[src/hw/usb_out_pkg.sv]
// USB OUT engine definitions

package usb_out_pkg;

  ////////////////////////////////
  // Field widths
  ////////////////////////////////

  // PID nibble without the check bits
  parameter int unsigned PidW     = 4;
  parameter int unsigned DevAddrW = 7;
  parameter int unsigned EpNumW   = 4;
  parameter int unsigned ByteW    = 8;

  // 17 bit times at 4 clocks per bit on the 48 MHz clock
  parameter int unsigned DefaultAckTimeoutCnt = 17 * 4;

  ////////////////////////////////
  // Encodings
  ////////////////////////////////

  // PID codes as seen on rx_pid_i and driven on tx_pid_o
  typedef enum logic [3:0] {
    UsbPidOut   = 4'b0001,
    UsbPidIn    = 4'b1001,
    UsbPidSetup = 4'b1101,
    UsbPidData0 = 4'b0011,
    UsbPidData1 = 4'b1011,
    UsbPidAck   = 4'b0010,
    UsbPidNak   = 4'b1010,
    UsbPidStall = 4'b1110
  } usb_pid_e;

  // PID type from the two low PID bits
  typedef enum logic [1:0] {
    UsbPidTypeToken     = 2'b01,
    UsbPidTypeData      = 2'b11,
    UsbPidTypeHandshake = 2'b10
  } usb_pid_type_e;

  // OUT/SETUP transaction states
  typedef enum logic [1:0] {
    StIdle,
    StRcvdOut,
    StRcvdDataStart,
    StRcvdDataEnd
  } out_xact_state_e;

endpackage

[src/hw/usb_rx_event_if.sv]
// Receive event bundle
`timescale 1ns/1ps

interface usb_rx_event_if;
  import usb_out_pkg::*;

  // Packet end events, one cycle, qualified by rx_pkt_end_i
  logic              out_tok;
  logic              setup_tok;
  logic              data_ok;
  // Invalid packet or a non-data packet
  logic              pkt_bad;
  // Data PID toggle bit disagrees with the stored toggle
  logic              bad_toggle;

  // Endpoint lookup, valid at all times
  logic              ep_active;
  logic              ep_is_control;
  // Zero when the endpoint is not implemented
  logic [EpNumW-1:0] ep_num;

  modport decoder (
    output out_tok, setup_tok, data_ok, pkt_bad, bad_toggle,
    output ep_active, ep_is_control, ep_num
  );

  modport fsm (
    input out_tok, setup_tok, data_ok, pkt_bad, bad_toggle,
    input ep_active, ep_is_control, ep_num
  );

endinterface

[src/hw/usb_out_rx_decode.sv]
// Receive packet classifier
`timescale 1ns/1ps

module usb_out_rx_decode #(
  parameter int unsigned NumOutEps = 2
) (
  input  logic                             clk_48mhz_i,
  input  logic                             rst_ni,
  input  logic                             link_reset_i,
  input  logic [usb_out_pkg::DevAddrW-1:0] dev_addr_i,
  input  logic                             rx_pkt_end_i,
  input  logic                             rx_pkt_valid_i,
  input  logic [usb_out_pkg::PidW-1:0]     rx_pid_i,
  input  logic [usb_out_pkg::DevAddrW-1:0] rx_addr_i,
  input  logic [usb_out_pkg::EpNumW-1:0]   rx_endp_i,
  input  logic [NumOutEps-1:0]             out_ep_enabled_i,
  input  logic [NumOutEps-1:0]             out_ep_control_i,
  input  logic                             accept_pkt_i,
  input  logic [usb_out_pkg::EpNumW-1:0]   accept_ep_i,
  output logic [NumOutEps-1:0]             out_data_toggle_o,
  usb_rx_event_if.decoder                  ev
);
  import usb_out_pkg::*;

  // Index width for NumOutEps wide vectors
  localparam int unsigned EpIdxW = (NumOutEps > 1) ? $clog2(NumOutEps) : 1;

  usb_pid_e             rx_pid;
  usb_pid_type_e        rx_pid_type;
  logic                 token_hit;
  logic                 is_data_pid;
  logic                 ep_in_hw;
  logic [EpIdxW-1:0]    ep_idx;
  logic [EpIdxW-1:0]    acc_idx;
  logic [NumOutEps-1:0] toggle_q;

  ////////////////////////////////
  // Packet classification
  ////////////////////////////////

  assign rx_pid      = usb_pid_e'(rx_pid_i);
  assign rx_pid_type = usb_pid_type_e'(rx_pid_i[1:0]);
  assign is_data_pid = (rx_pid == UsbPidData0) || (rx_pid == UsbPidData1);

  // Good token addressed to this device
  assign token_hit = rx_pkt_end_i && rx_pkt_valid_i &&
                     (rx_pid_type == UsbPidTypeToken) && (rx_addr_i == dev_addr_i);

  assign ev.out_tok   = token_hit && (rx_pid == UsbPidOut);
  assign ev.setup_tok = token_hit && (rx_pid == UsbPidSetup);
  assign ev.data_ok   = rx_pkt_end_i && rx_pkt_valid_i && is_data_pid;
  // Bad CRC or anything that is not DATA0/DATA1
  assign ev.pkt_bad   = rx_pkt_end_i && (!rx_pkt_valid_i || !is_data_pid);

  ////////////////////////////////
  // Endpoint lookup
  ////////////////////////////////

  // Endpoint field still holds the last token while data arrives
  assign ep_in_hw  = 32'(rx_endp_i) < NumOutEps;
  assign ev.ep_num = ep_in_hw ? rx_endp_i : '0;
  assign ep_idx    = ev.ep_num[EpIdxW-1:0];
  assign acc_idx   = accept_ep_i[EpIdxW-1:0];

  assign ev.ep_active     = ep_in_hw && out_ep_enabled_i[ep_idx];
  assign ev.ep_is_control = out_ep_control_i[ep_idx];

  // Bit 3 of a data PID is the toggle (DATA1)
  assign ev.bad_toggle = ev.data_ok && ev.ep_active && (rx_pid_i[3] != toggle_q[ep_idx]);

  ////////////////////////////////
  // Data toggles
  ////////////////////////////////

  always_ff @(posedge clk_48mhz_i or negedge rst_ni) begin
    if (!rst_ni) begin
      toggle_q <= '0;
    end else if (link_reset_i) begin
      // Bus reset restarts every endpoint at DATA0
      toggle_q <= '0;
    end else if (ev.setup_tok && ev.ep_active) begin
      // SETUP always begins with DATA0
      toggle_q[ep_idx] <= 1'b0;
    end else if (accept_pkt_i) begin
      // Accepted packet flips the toggle of the current endpoint
      toggle_q[acc_idx] <= ~toggle_q[acc_idx];
    end
  end

  assign out_data_toggle_o = toggle_q;

endmodule

[src/hw/usb_out_xact_fsm.sv]
// OUT transaction state machine
`timescale 1ns/1ps

module usb_out_xact_fsm #(
  parameter int unsigned NumOutEps     = 2,
  parameter int unsigned AckTimeoutCnt = usb_out_pkg::DefaultAckTimeoutCnt
) (
  input  logic                           clk_48mhz_i,
  input  logic                           rst_ni,
  input  logic                           link_reset_i,
  input  logic                           rx_pkt_start_i,
  input  logic [NumOutEps-1:0]           out_ep_full_i,
  input  logic [NumOutEps-1:0]           out_ep_stall_i,
  input  logic                           nak_pending_i,
  usb_rx_event_if.fsm                    ev,
  output logic [usb_out_pkg::EpNumW-1:0] out_ep_current_o,
  output logic                           out_ep_newpkt_o,
  output logic [NumOutEps-1:0]           out_ep_setup_o,
  output logic                           out_ep_acked_o,
  output logic                           out_ep_rollback_o,
  output logic                           tx_pkt_start_o,
  output logic [usb_out_pkg::PidW-1:0]   tx_pid_o,
  output logic                           accept_pkt_o,
  output logic [usb_out_pkg::EpNumW-1:0] accept_ep_o,
  output logic                           in_data_phase_o,
  output logic                           clear_put_o
);
  import usb_out_pkg::*;

  localparam int unsigned EpIdxW = (NumOutEps > 1) ? $clog2(NumOutEps) : 1;
  localparam int unsigned CntW   = $clog2(AckTimeoutCnt + 1);

  out_xact_state_e   state_q;
  out_xact_state_e   state_d;
  logic [CntW-1:0]   cnt_q;
  logic [CntW-1:0]   cnt_d;
  logic              xact_start;
  logic              setup_xact_q;
  logic              pkt_accept;
  logic              rollback;
  logic              store_fail;
  logic [EpIdxW-1:0] cur_idx;
  logic [EpIdxW-1:0] start_idx;

  assign cur_idx   = out_ep_current_o[EpIdxW-1:0];
  assign start_idx = ev.ep_num[EpIdxW-1:0];

  // Endpoint cannot take this packet
  assign store_fail = nak_pending_i || out_ep_full_i[cur_idx];

  ////////////////////////////////
  // Next state and response
  ////////////////////////////////

  always_comb begin
    state_d        = state_q;
    cnt_d          = CntW'(AckTimeoutCnt);
    xact_start     = 1'b0;
    pkt_accept     = 1'b0;
    rollback       = 1'b0;
    tx_pkt_start_o = 1'b0;
    tx_pid_o       = '0;

    unique case (state_q)
      StIdle: begin
        // Unimplemented endpoints and SETUP to non-control endpoints are ignored
        if (ev.ep_active && (ev.out_tok || (ev.setup_tok && ev.ep_is_control))) begin
          state_d    = StRcvdOut;
          xact_start = 1'b1;
        end
      end

      StRcvdOut: begin
        // Host data packet must start within the turnaround window
        cnt_d = cnt_q - 1'b1;
        if (rx_pkt_start_i) begin
          state_d = StRcvdDataStart;
        end else if (cnt_q == '0) begin
          state_d = StIdle;
        end
      end

      StRcvdDataStart: begin
        if (ev.bad_toggle && !out_ep_stall_i[cur_idx]) begin
          // Repeat of a packet whose ACK was lost, so ACK again and drop it
          state_d        = StIdle;
          rollback       = 1'b1;
          tx_pkt_start_o = 1'b1;
          tx_pid_o       = UsbPidAck;
        end else if (ev.pkt_bad) begin
          // Silent drop without a handshake
          state_d  = StIdle;
          rollback = 1'b1;
        end else if (ev.data_ok) begin
          state_d = StRcvdDataEnd;
        end
      end

      StRcvdDataEnd: begin
        state_d = StIdle;
        if (setup_xact_q) begin
          // SETUP that cannot be stored gets no answer at all
          if (!store_fail) begin
            tx_pkt_start_o = 1'b1;
            tx_pid_o       = UsbPidAck;
            pkt_accept     = 1'b1;
          end
        end else if (out_ep_stall_i[cur_idx]) begin
          tx_pkt_start_o = 1'b1;
          tx_pid_o       = UsbPidStall;
        end else if (store_fail) begin
          // Host retries later
          tx_pkt_start_o = 1'b1;
          tx_pid_o       = UsbPidNak;
          rollback       = 1'b1;
        end else begin
          tx_pkt_start_o = 1'b1;
          tx_pid_o       = UsbPidAck;
          pkt_accept     = 1'b1;
        end
      end

      default: state_d = StIdle;
    endcase
  end

  ////////////////////////////////
  // State and transaction registers
  ////////////////////////////////

  always_ff @(posedge clk_48mhz_i or negedge rst_ni) begin
    if (!rst_ni) begin
      state_q <= StIdle;
      cnt_q   <= CntW'(AckTimeoutCnt);
    end else begin
      state_q <= link_reset_i ? StIdle : state_d;
      cnt_q   <= cnt_d;
    end
  end

  // Endpoint and SETUP flag latched at the token
  always_ff @(posedge clk_48mhz_i or negedge rst_ni) begin
    if (!rst_ni) begin
      out_ep_newpkt_o  <= 1'b0;
      out_ep_current_o <= '0;
      out_ep_setup_o   <= '0;
      setup_xact_q     <= 1'b0;
    end else begin
      out_ep_newpkt_o <= xact_start;
      if (xact_start) begin
        out_ep_current_o          <= ev.ep_num;
        out_ep_setup_o[start_idx] <= ev.setup_tok;
        setup_xact_q              <= ev.setup_tok;
      end
    end
  end

  assign out_ep_acked_o    = pkt_accept;
  assign out_ep_rollback_o = rollback;
  assign accept_pkt_o      = pkt_accept;
  assign accept_ep_o       = out_ep_current_o;
  assign in_data_phase_o   = (state_q == StRcvdDataStart);
  assign clear_put_o       = (state_q == StRcvdOut);

  ////////////////////////////////
  // Assertions
  ////////////////////////////////

  // State register never holds an unknown encoding
  state_legal_a : assert property (@(posedge clk_48mhz_i) disable iff (!rst_ni)
    !$isunknown(state_q));

  // Only handshakes leave this engine
  tx_pid_handshake_a : assert property (@(posedge clk_48mhz_i) disable iff (!rst_ni)
    tx_pkt_start_o |-> tx_pid_o inside {UsbPidAck, UsbPidNak, UsbPidStall});

  acked_rollback_excl_a : assert property (@(posedge clk_48mhz_i) disable iff (!rst_ni)
    !(out_ep_acked_o && out_ep_rollback_o));

endmodule

[src/hw/usb_out_data_path.sv]
// OUT data forwarding
`timescale 1ns/1ps

module usb_out_data_path #(
  parameter int unsigned NumOutEps         = 2,
  parameter int unsigned MaxOutPktSizeByte = 32,
  localparam int unsigned PktW             = $clog2(MaxOutPktSizeByte)
) (
  input  logic                           clk_48mhz_i,
  input  logic                           rst_ni,
  input  logic                           rx_data_put_i,
  input  logic [usb_out_pkg::ByteW-1:0]  rx_data_i,
  input  logic                           in_data_phase_i,
  input  logic                           clear_put_i,
  input  logic [NumOutEps-1:0]           out_ep_full_i,
  input  logic [usb_out_pkg::EpNumW-1:0] ep_idx_i,
  output logic [usb_out_pkg::ByteW-1:0]  out_ep_data_o,
  output logic                           out_ep_data_put_o,
  output logic [PktW-1:0]                out_ep_put_addr_o,
  output logic                           nak_pending_o
);

  localparam int unsigned EpIdxW = (NumOutEps > 1) ? $clog2(NumOutEps) : 1;

  logic [EpIdxW-1:0] ep_idx;
  logic              addr_inc;

  // Current endpoint is forced to 0 when unimplemented
  assign ep_idx = ep_idx_i[EpIdxW-1:0];

  ////////////////////////////////
  // Byte and put strobe
  ////////////////////////////////

  // Holds the last received byte
  always_ff @(posedge clk_48mhz_i) begin
    if (rx_data_put_i) begin
      out_ep_data_o <= rx_data_i;
    end
  end

  // Put follows the rx strobe by one cycle, data phase only
  always_ff @(posedge clk_48mhz_i or negedge rst_ni) begin
    if (!rst_ni) begin
      out_ep_data_put_o <= 1'b0;
    end else begin
      out_ep_data_put_o <= in_data_phase_i && rx_data_put_i;
    end
  end

  ////////////////////////////////
  // Put offset
  ////////////////////////////////

  // Stop when a NAK is coming or the offset is at its top
  assign addr_inc = out_ep_data_put_o && !nak_pending_o && !(&out_ep_put_addr_o);

  always_ff @(posedge clk_48mhz_i or negedge rst_ni) begin
    if (!rst_ni) begin
      out_ep_put_addr_o <= '0;
    end else if (clear_put_i) begin
      out_ep_put_addr_o <= '0;
    end else if (in_data_phase_i && addr_inc) begin
      out_ep_put_addr_o <= out_ep_put_addr_o + 1'b1;
    end
  end

  // Sticky NAK once a byte lands on a full endpoint
  always_ff @(posedge clk_48mhz_i or negedge rst_ni) begin
    if (!rst_ni) begin
      nak_pending_o <= 1'b0;
    end else if (!in_data_phase_i) begin
      nak_pending_o <= 1'b0;
    end else if (out_ep_data_put_o && out_ep_full_i[ep_idx]) begin
      nak_pending_o <= 1'b1;
    end
  end

  // Saturation keeps a long packet from wrapping the offset
  put_addr_no_wrap_a : assert property (@(posedge clk_48mhz_i) disable iff (!rst_ni)
    (in_data_phase_i && (out_ep_put_addr_o != '0)) |=> (out_ep_put_addr_o != '0));

endmodule

[src/hw/usb_out_pe.sv]
// USB OUT protocol engine
`timescale 1ns/1ps

module usb_out_pe #(
  parameter int unsigned NumOutEps         = 2,
  parameter int unsigned MaxOutPktSizeByte = 32,
  parameter int unsigned AckTimeoutCnt     = usb_out_pkg::DefaultAckTimeoutCnt,
  localparam int unsigned PktW             = $clog2(MaxOutPktSizeByte)
) (
  input  logic                             clk_48mhz_i,
  input  logic                             rst_ni,
  input  logic                             link_reset_i,
  input  logic [usb_out_pkg::DevAddrW-1:0] dev_addr_i,
  // Receive side strobes and fields
  input  logic                             rx_pkt_start_i,
  input  logic                             rx_pkt_end_i,
  input  logic                             rx_pkt_valid_i,
  input  logic [usb_out_pkg::PidW-1:0]     rx_pid_i,
  input  logic [usb_out_pkg::DevAddrW-1:0] rx_addr_i,
  input  logic [usb_out_pkg::EpNumW-1:0]   rx_endp_i,
  input  logic                             rx_data_put_i,
  input  logic [usb_out_pkg::ByteW-1:0]    rx_data_i,
  // Endpoint configuration and status
  input  logic [NumOutEps-1:0]             out_ep_enabled_i,
  input  logic [NumOutEps-1:0]             out_ep_control_i,
  input  logic [NumOutEps-1:0]             out_ep_full_i,
  input  logic [NumOutEps-1:0]             out_ep_stall_i,
  // Endpoint side
  output logic [usb_out_pkg::EpNumW-1:0]   out_ep_current_o,
  output logic                             out_ep_data_put_o,
  output logic [PktW-1:0]                  out_ep_put_addr_o,
  output logic [usb_out_pkg::ByteW-1:0]    out_ep_data_o,
  output logic                             out_ep_newpkt_o,
  output logic                             out_ep_acked_o,
  output logic                             out_ep_rollback_o,
  output logic [NumOutEps-1:0]             out_ep_setup_o,
  output logic [NumOutEps-1:0]             out_data_toggle_o,
  // Handshake to the transmit side
  output logic                             tx_pkt_start_o,
  output logic [usb_out_pkg::PidW-1:0]     tx_pid_o
);
  import usb_out_pkg::*;

  logic              accept_pkt;
  logic [EpNumW-1:0] accept_ep;
  logic              in_data_phase;
  logic              clear_put;
  logic              nak_pending;

  // Classified events from decoder to FSM
  usb_rx_event_if ev_if ();

  usb_out_rx_decode #(
    .NumOutEps (NumOutEps)
  ) u_rx_decode (
    .clk_48mhz_i       (clk_48mhz_i),
    .rst_ni            (rst_ni),
    .link_reset_i      (link_reset_i),
    .dev_addr_i        (dev_addr_i),
    .rx_pkt_end_i      (rx_pkt_end_i),
    .rx_pkt_valid_i    (rx_pkt_valid_i),
    .rx_pid_i          (rx_pid_i),
    .rx_addr_i         (rx_addr_i),
    .rx_endp_i         (rx_endp_i),
    .out_ep_enabled_i  (out_ep_enabled_i),
    .out_ep_control_i  (out_ep_control_i),
    .accept_pkt_i      (accept_pkt),
    .accept_ep_i       (accept_ep),
    .out_data_toggle_o (out_data_toggle_o),
    .ev                (ev_if.decoder)
  );

  usb_out_xact_fsm #(
    .NumOutEps     (NumOutEps),
    .AckTimeoutCnt (AckTimeoutCnt)
  ) u_xact_fsm (
    .clk_48mhz_i       (clk_48mhz_i),
    .rst_ni            (rst_ni),
    .link_reset_i      (link_reset_i),
    .rx_pkt_start_i    (rx_pkt_start_i),
    .out_ep_full_i     (out_ep_full_i),
    .out_ep_stall_i    (out_ep_stall_i),
    .nak_pending_i     (nak_pending),
    .ev                (ev_if.fsm),
    .out_ep_current_o  (out_ep_current_o),
    .out_ep_newpkt_o   (out_ep_newpkt_o),
    .out_ep_setup_o    (out_ep_setup_o),
    .out_ep_acked_o    (out_ep_acked_o),
    .out_ep_rollback_o (out_ep_rollback_o),
    .tx_pkt_start_o    (tx_pkt_start_o),
    .tx_pid_o          (tx_pid_o),
    .accept_pkt_o      (accept_pkt),
    .accept_ep_o       (accept_ep),
    .in_data_phase_o   (in_data_phase),
    .clear_put_o       (clear_put)
  );

  usb_out_data_path #(
    .NumOutEps         (NumOutEps),
    .MaxOutPktSizeByte (MaxOutPktSizeByte)
  ) u_data_path (
    .clk_48mhz_i       (clk_48mhz_i),
    .rst_ni            (rst_ni),
    .rx_data_put_i     (rx_data_put_i),
    .rx_data_i         (rx_data_i),
    .in_data_phase_i   (in_data_phase),
    .clear_put_i       (clear_put),
    .out_ep_full_i     (out_ep_full_i),
    .ep_idx_i          (out_ep_current_o),
    .out_ep_data_o     (out_ep_data_o),
    .out_ep_data_put_o (out_ep_data_put_o),
    .out_ep_put_addr_o (out_ep_put_addr_o),
    .nak_pending_o     (nak_pending)
  );

endmodule

[config.mk]
export PLATFORM = sky130hd
export DESIGN_NAME = usb_out_pe
export DESIGN_NICKNAME = d
export VERILOG_FILES = /design/src/hw/usb_out_pkg.sv /design/src/hw/usb_rx_event_if.sv /design/src/hw/usb_out_rx_decode.sv /design/src/hw/usb_out_xact_fsm.sv /design/src/hw/usb_out_data_path.sv /design/src/hw/usb_out_pe.sv
export SDC_FILE = /design/constraint.sdc
export NUM_CORES = 1
export LEC_CHECK = 0
export BUFFER_PORTS_ARGS = -buffer_cell sky130_fd_sc_hd__buf_2
export CORE_MARGIN = 2
export CORE_UTILIZATION = 50
export DETAILED_ROUTE_END_ITERATION = 10
export PLACE_DENSITY = 0.83
export SLEW_MARGIN = 10
export SYNTH_ARGS = -nofsm -noshare
export SYNTH_HDL_FRONTEND = slang
export SYNTH_SLANG_ARGS = --single-unit
[constraint.sdc]
create_clock -name clk_48mhz_i -period 5.25 [get_ports clk_48mhz_i]
set_input_delay 0.2625 -clock clk_48mhz_i [delete_from_list [all_inputs] [get_ports clk_48mhz_i]]
set_output_delay 0.2625 -clock clk_48mhz_i [all_outputs]
set_load 0.02 [all_outputs]
; Word-level counts from Yosys, hierarchy flattened
; Cells that the tools add are included.
[classes]
eq_ne = 14
addsub = 2
bitwise = 3
n_mux = 56
n_reduce_logical = 36
order_cmp = 5
[op_table]
columns = cell, count
row1 = 1-bit two-way mux, 29
row2 = 2-bit two-way mux, 12
row3 = 1-bit logical AND, 21
row4 = 4-bit two-way mux, 4
row5 = 5-bit two-way mux, 2
row6 = "4-bit equality test, second input constant", 2
row7 = 2-bit case mux with 4 select lines, 1
row8 = 4-bit case mux with 2 select lines, 1
row9 = 7-bit equality test, 1
row10 = 7-bit logical NOT, 1
row11 = 7-bit two-way mux, 1
row12 = "7-bit by 1-bit subtractor with 7-bit output, second input constant", 1
row13 = "5-bit by 1-bit adder with 5-bit output, second input constant", 1
row14 = 1-bit logical NOT, 5
row15 = "5-bit by 4-bit != test with 1-bit output, second input constant", 1
row16 = 5-bit AND reduction, 1
row17 = 2-bit bitwise mux, 2
row18 = "2-bit by 1-bit equality test with 1-bit output, second input constant", 2
row19 = "2-bit equality test, second input constant", 2
row20 = "4-bit by 1-bit equality test with 1-bit output, second input constant", 1
row21 = "4-bit by 2-bit equality test with 1-bit output, second input constant", 1
row22 = 1-bit logical OR, 4
row23 = "1-bit by 2-bit less-than comparator with 1-bit output, second input constant", 2
row24 = "4-bit by 2-bit less-than comparator with 1-bit output, second input constant", 1
row25 = other kinds (14), 17
[totals]
ff_bits = 34
input_bits = 45
out_inout_bits = 30

; Longest topological paths before layout
; Gate-level depths: netlist of the first run.
[depth]
depth_word = 11
mapped_depth = 8

; Cells and area by module
; A second synthesis of the first run with hierarchy kept.
[unflattened]
hier_cells = 168
hier_area_um2 = 1884.3
[by_module_without_submodules]
columns = module, cells_per_inst, n_inst, area_each_um2
row1 = usb_out_xact_fsm, 84, 1, 897.1
row2 = usb_out_data_path, 38, 1, 609.3
row3 = usb_out_rx_decode, 46, 1, 377.9

; Worst setup path before layout of the first run
; No wires, ideal clock.
[synth_path]
kind = register -> output
from = register u_xact_fsm.out_ep_current_o, in the netlist u_xact_fsm.accept_ep_o[0]
to = output tx_pid_o[1] (netlist name)
slack_ns = 2.984
path_stages_with_launch = 8
arrival_ns = 2.003
n_path_buf = 2
cell_sequence = dfrtp_1 buf_6 mux2_4 nor4b_1 mux2i_1 o21ai_0 o311a_1 buf_4
[synth_via]
elab_chain_len = 6
word_cells_on_any_way = 12
cone_classes = mux (9) / reduce/logical (3)
[synth_lines]
columns = element, line
row1 = start: declaration, usb_out_xact_fsm.sv:16  ; output logic [usb_out_pkg::EpNumW-1:0] out_ep_current_o,
row2 = start signal: assignment, usb_out_xact_fsm.sv:151  ; out_ep_current_o <= ev.ep_num;
row3 = 1-bit two-way mux (on tied branches) (2 in series), "usb_out_xact_fsm.sv:49, usb_out_xact_fsm.sv:84, usb_out_xact_fsm.sv:108"
row4 = 1-bit logical OR or 1-bit logical NOT (tied branches), "usb_out_xact_fsm.sv:49, usb_out_xact_fsm.sv:84"
row5 = 2-bit two-way mux or 1-bit logical AND (tied branches), "usb_out_xact_fsm.sv:103, usb_out_xact_fsm.sv:84"
row6 = 4-bit two-way mux or 2-bit two-way mux (tied branches), "usb_out_xact_fsm.sv:101, usb_out_xact_fsm.sv:84"
row7 = 4-bit case mux with 2 select lines (*), usb_out_xact_fsm.sv:64  ; unique case (state_q)
row8 = end: declaration, usb_out_pe.sv:40  ; output logic [usb_out_pkg::PidW-1:0] tx_pid_o
; Mark *: on every way between the ends. The rest lies on a longest branch, timed or not. The select of a mux whose other input is x is not followed.

; Worst setup path after layout of the first run
; Same ends and word-level chain as after synthesis.

==> metrics.md, run 1 <==
| Metric | Value |
|---|---|
| Status | `finished, final reports clean` |
| DRC viols | `0` |
| CP max FO | `7` |
| Largest net degree at the start of global routing | `27` |
| # rows | `21` |
| Critical path arrival | `2280 ps` |
| Final setup fails | `0` |
| Final Core Density | `0.6725` |
| Reg2Reg Depth | `5` |
| Yosys warns | `0` |
| Minimum clock period | `2541 ps` |
| 1st-iter DRT viols | `96` |
| Slew @ Worst Pin | `574.7 ps` |
| Leakage power | `1.138 nW` |
| Die ar. | `between 4000 and 5000 um2` |
| CTS tree | `done` |
| Die height | `roughly 64 um` |
| Fmax | `0.3936 GHz` |
| Reg2reg end | `u_rx_decode.out_data_toggle_o[1]` |
| Post-synth EDFFs | `8` |
| Max_cap viols | `0` |
| # Post-CTS Setup Buffers | `0` |
| Top_reg_cell synth | `dfrtp_1` |
| DRT Pass-1 Iters | `4` |
| Hpwl dp | `roughly 3.2 mm` |
| Placed inst area | `2205 um2` |
| Setup crit start kind | `flop` |
| Syn Area/Cell | `10.41 um2` |
| DR vias | `1582` |
| Clk sinks | `34` |
| Clock Skew | `6.784 ps` |
| Layout cell share with drive strength beyond 1 | `0.3651` |
| Sequential fraction of the synthesis area | `0.4931` |
| Commonest non-fill, non-tap cell in the layout | `buf_2` |
| Total GRT Usage | `0.2216` |
| Die width | `~64 um` |
| Slew headroom | `0.6169` |
| Clock Latency Late Sink | `about 350 ps` |
| Clk root buf | `clkbuf_4` |
| Mapped Area | `between 1500 and 2000 um2` |
| Syn nets | `223` |
| Min-Delay Path Class | `in2reg` |
| Design area | `2297 um2` |
| FF-to-FF setup slack | `3300 ps` |
| TNS Setup | `0 ps` |
| Netlist cell types | `44` |
| R2r startpoint | `u_xact_fsm.accept_ep_o[0]` |
| CTS buffer count | `5` |
| Tcrit/Tclk final | `0.4840` |
| Ant. Diodes | `0` |
| PortBufs | `73` |
| Core footprint | `3416 um2` |
| Vias in the first global route | `about 1500` |
| Most frequent cells in the layout | `buf_2, dfrtp_1, nor2_1` |
| # IOs | `75` |
| GR Overflow Total | `0` |
| Gpl congestion | `0.8109` |
| RSZ-0062 raised after global routing | `no` |
| Flops & latches, synth | `34` |
| First-pass GRT wire length | `6.900 mm` |
| Initial antenna violation count | `0` |
| Final #Nets | `300` |
| CTS resizes | `0` |
| DR vias/cell | `5.309` |
| CP Capture Point | `tx_pid_o[1]` |
| Fin. max-slew vios | `0` |
| Setup crit end kind | `output pin` |
| Routed wire per std cell | `13.84 um` |
| Launch point of the worst path | `u_xact_fsm.accept_ep_o[0]` |
| Starting Density | `0.5304` |
| Reg clk slew, reported paths | `110 ps` |
| Kind of critical path | `reg2out` |
| Cells after Synth | `174` |
| Critical Path RT | `~5000 ps` |
| CTS H-tree lvls | `2` |
| P&R area growth vs syn | `26.80%` |
| Post-DRT Antenna Nets | `0` |
| Total Wirelength | `4.123 mm` |
| Maximum vdd drop | `0.1555 mV` |
| FFs w/ async S/R, synth | `0.7647` |
| Pwr/cell area | `about 230 nW/um2` |
| Final hold vios | `0` |
| Clk buf depth | `2` |
-- worst min-delay path by stage --
stage / startpoint / to / slack (ps) / depth (start not counted)
final: rx_data_i[4] / u_data_path.out_ep_data_o[4] / 70 / 1
after global routing: rx_data_i[4] / u_data_path.out_ep_data_o[4] / 50 / 1
after CTS: rx_data_i[0] / u_data_path.out_ep_data_o[0] / 60 / 1
after detailed placement: rst_ni / u_rx_decode.out_data_toggle_o[0] / 300 / 1
after global placement: rst_ni / u_rx_decode.out_data_toggle_o[0] / 290 / 1
after floorplan: rst_ni / u_data_path.nak_pending_o / -30 / 0
-- state kept, by name, summed over array words and instances (netlist names) --
signal / count
u_data_path.out_ep_data_o: 8
u_data_path.nak_pending_o: 1
u_data_path.out_ep_data_put_o: 1
u_xact_fsm.out_ep_setup_o: 2
u_xact_fsm.state_q: 2
u_data_path.out_ep_put_addr_o: 5
u_xact_fsm.cnt_q: 7
u_xact_fsm.out_ep_newpkt_o: 1
u_xact_fsm.accept_ep_o: 4
u_xact_fsm.setup_xact_q: 1
u_rx_decode.out_data_toggle_o: 2
-- per-stage QoR --
stage          cells  hold WS, ps  total power, mW  setup slack [ps]
3_5_place_dp     289        296.1           0.3460              3051
5_1_grt          298        48.28           0.5617              2513
3_3_place_gp     289        286.2           0.3435              3121
4_1_cts          298        64.78           0.5441              2697
6_report         298        71.73           0.5384              2709
2_1_floorplan    174       -33.09           0.3121              2984
-- layer usage --
metal	global-route usage	routed length (um)
met4	0.08511	90
met3	0.07042	290
met1	0.2635	1693
met2	0.3737	2049
met5	0	0
-- worst max-delay path, cell delays in order (launching register included) --
cell and delay, ps:
dfrtp_1 510, mux2_4 370, nor4b_1 290, mux2i_1 170
o21ai_0 190, o311a_1 220, buf_2 170
-- report_power, final --
group	switching (mW)	internal, mW	total, mW
Sequential	0.00234	0.277	0.280
Clock	0.0978	0.0998	0.198
Combinational	0.0356	0.0256	0.0612
-- what timing repair did --
item,4_1_cts,5_1_grt
hold buffers,1,0
hold endpoints to repair,24,0
setup endpoints to repair,0,0
-- kinds of logic after synthesis --
| group | count (synthesis) | share of synthesized area |
|---|---|---|
| XOR/XNOR | 12 | 0.05802 |
| multiplexers | 8 | 0.05111 |
| adder cells (fa/ha/maj) | 4 | 0.02763 |
| AND/OR/NAND/NOR | 82 | 0.2465 |
| flip-flops | 34 | 0.4931 |
| buffers and inverters | 10 | 0.02900 |
| other | 1 | 0.002070 |
| AO/OA/AOI/OAI | 23 | 0.09255 |
-- final cells by class --
class / instances / area [um2]
tap: 46 / 57.56
clock inverter: 3 / 45.04
multi-input combinational: 130 / 865.8
fill: 303 / 1119
inverter: 6 / 22.52
clock buffer: 5 / 37.54
timing repair buffer: 74 / 375.4
sequential: 34 / 893.4
-- Yosys cell counts (4+ instances only) --
library cell  number  area (um2)
inv_1              6       22.52
xor2_1             9       78.83
and2_1             6       37.54
nor2_1            20       75.07
nand2_1           18       67.56
nand3_1            9       45.04
mux2i_1            4       40.04
dfrtp_1           24       600.6
edfxtp_1           8       240.2
nor3_1             5       25.02
ha_1               4       50.05
o21ai_0            9       45.04
No activity file was read; power rests on OpenSTA's default activity.
==> run 2, diff against run 1 <==
Settings changed: CORE_UTILIZATION 50 to 48, PLACE_DENSITY 0.83 to 0.8.
Clock period 5.25 ns to 2.5 ns, I/O delays scaled along.
==> run 2 against run 1 <==
  * Sequential power grew 110%
  * Flip-flop and latch count is the same
  * Cell area grew 2.6%
  * Critical path type unchanged
  * Register-to-register slack lost 2700 ps
  * Power grew 110%
  * Utilization shrank 2.4 points
  * Sequential share of layout area shrank 0.99 points
  * Clock skew is essentially flat
  * Via count grew 1.1%
  * Largest power group unchanged
==> metrics.md, run 2 (synthesized netlist as in run 1, its figures left out) <==
| Metric | Value |
|---|---|
| Post-DRT Antenna Nets | `0 (unchanged)` |
| Clk sinks | `34 (unchanged)` |
| Placed inst area | `2215 um2 (+0.45%)` |
| # IOs | `75 (unchanged)` |
| Number of flip-flops in the largest register | `8 (unchanged)` |
| Routed wire per std cell | `12.80 um (-7.5%)` |
| Critical-path cell list | `mux2_4 -> nor4b_1 -> mux2i_1 -> o21ai_0 -> o311a_1 -> buf_2` |
| 1st-iter DRT viols | `96 (unchanged)` |
| Fmax | `between 0.4 and 0.5 GHz` |
| Slew @ Worst Pin | `564.2 ps (-10.47 ps)` |
| CTS H-tree lvls | `2 (unchanged)` |
| CTS buffer count | `5 (unchanged)` |
| GR Overflow Total | `0 (unchanged)` |
| Maximum vdd drop | `0.2975 mV (+91%)` |
| Status | `finished, final reports clean` |
| Final setup fails | `0 (unchanged)` |
| Hpwl dp | `3.099 mm (-1.8%)` |
| Setup crit start kind | `flop` |
| RSZ-0062 raised after global routing | `no` |
| Slowest-stage cell, CP | `dfrtp_1` |
| Layout cell share with drive strength beyond 1 | `0.3566 (-0.008490)` |
| Clock Skew | `6.816 ps (+0.03175 ps)` |
| Starting Density | `0.4986 (-0.03178)` |
| PortBufs | `73 (unchanged)` |
| Tcrit/Tclk final | `0.9252` |
| Minimum clock period | `2313 ps` |
| Critical Path RT | `2380 ps (-2610 ps)` |
| Die width | `65.44 um (+1.9%)` |
| Clock Latency Late Sink | `290 ps (-60 ps)` |
| Initial antenna violation count | `0 (unchanged)` |
| Final #Nets | `306 (+2.0%)` |
| Design area | `2357 um2 (+2.6%)` |
| # rows | `22 (+4.8%)` |
| Pwr/cell area | `469.2 nW/um2 (+100%)` |
| DR vias/cell | `5.225 (-1.6%)` |
| Largest Register | `u_data_path.out_ep_data_o` |
| Clk root buf | `clkbuf_8` |
| Critical path arrival | `2190 ps (-90 ps)` |
| Kind of critical path | `reg2out` |
| Most frequent cells in the layout | `buf_2, dfrtp_1, nor2_1` |
| Max incr delay on CP | `480 ps (-30 ps)` |
| Fillers | `311 (+2.6%)` |
| Fin. max-slew vios | `0 (unchanged)` |
| Post-cts hold buffer count | `1 (unchanged)` |
| DRC viols | `0 (unchanged)` |
| First-pass GRT wire length | `6.541 mm (-5.2%)` |
| Largest net degree at the start of global routing | `27 (unchanged)` |
| # Post-CTS Setup Buffers | `0 (unchanged)` |
| CTS tree | `done` |
| Clk buf depth | `2 (unchanged)` |
| Die ar. | `4282 um2 (+3.9%)` |
| Reg clk slew, reported paths | `70 ps (-40 ps)` |
| Vias in the first global route | `1437 (-6.6%)` |
| DR vias | `1599 (+1.1%)` |
| Max_cap viols | `0 (unchanged)` |
| Total GRT Usage | `0.2052 (-0.01640)` |
| Core footprint | `3633 um2 (+6.4%)` |
| CTS resizes | `0 (unchanged)` |
| Die height | `65.44 um (+1.9%)` |
| Ant. Diodes | `0 (unchanged)` |
| CP max FO | `7 (unchanged)` |
| Gpl congestion | `0.8433 (+4.0%)` |
| DRT Pass-1 Iters | `4 (unchanged)` |
| Setup crit end kind | `output pin` |
| P&R area growth vs syn | `30.11%` |
| Slew headroom | `0.6239 (+0.006977)` |
| Total Wirelength | `3.918 mm (-5.0%)` |
| Largest registers | `u_data_path.out_ep_data_o (8), u_xact_fsm.cnt_q (7), u_data_path.out_ep_put_addr_o (5)` |
| Min-Delay Path Class | `in2reg` |
| Leakage power | `1.172 nW (+3.0%)` |
| TNS Setup | `0 ps (unchanged)` |
| Commonest non-fill, non-tap cell in the layout | `buf_2` |
| Final hold vios | `0 (unchanged)` |
run 2: final timing paths:
| kind | from | slack [ps] | endpoint | cells past startpoint |
|---|---|---|---|---|
| min in group asynchronous | rst_ni | 370 | u_xact_fsm.cnt_q[0] | 2 |
| max reg2reg | u_xact_fsm.accept_ep_o[0] | 630 | u_rx_decode.out_data_toggle_o[0] | 5 |
| min | rx_data_i[3] | 10 | u_data_path.out_ep_data_o[3] | 1 |
| max | u_xact_fsm.accept_ep_o[0] | 190 | tx_pkt_start_o | 6 |
| max in group asynchronous | rst_ni | 1750 | u_xact_fsm.state_q[0] | 2 |
| min reg2reg | u_xact_fsm.accept_ep_o[3] | 490 | u_xact_fsm.accept_ep_o[3] | 1 |
run 2: report_power, final:
part | leakage [nW] | internal (mW) | switching, mW
logic | 0.703 | 0.0589 | 0.0740
clock network | 0.0450 | 0.193 | 0.192
registers | 0.424 | 0.583 | 0.00598
run 2: through the flow:
step	setup slack [ps]	instances	power (mW)	hold slack (ps)	util
after floorplan	371.6	174	0.6554	-170.6	-
after global placement	569.9	292	0.7221	156.5	0.6095
after detailed placement	500.5	292	0.7264	159.9	0.6095
after CTS	182.9	301	1.112	0.4046	0.6350
after global routing	57.06	306	1.164	0.8744	0.6488
final	187.0	306	1.106	10.87	0.6488
run 2: routing by layer:
layer,vias to the layer above,track usage,wire length (um)
li1,790,-,-
met1,762,0.2742,1720
met2,43,0.3125,1975
met3,4,0.05993,173
met4,0,0.08594,48
met5,-,0,0
run 2: critical path, delay by kind of cell, from the launching register on:
kind | cells | cell delay (ps)
mux | 2 | 540
flops | 1 | 480
compound gates | 2 | 400
simple gates | 1 | 310
buf+inv | 1 | 170
run 2: layout make-up:
cell class	count	area [um2]	area share
Tap cell	48	60.06	0.02548
Sequential cell	34	893.4	0.3790
Clock buffer	6	72.57	0.03079
Inverter	6	22.52	0.009554
Timing Repair Buffer	80	432.9	0.1837
Multi-Input combinational cell	130	865.8	0.3673
Clock inverter	2	10.01	0.004246
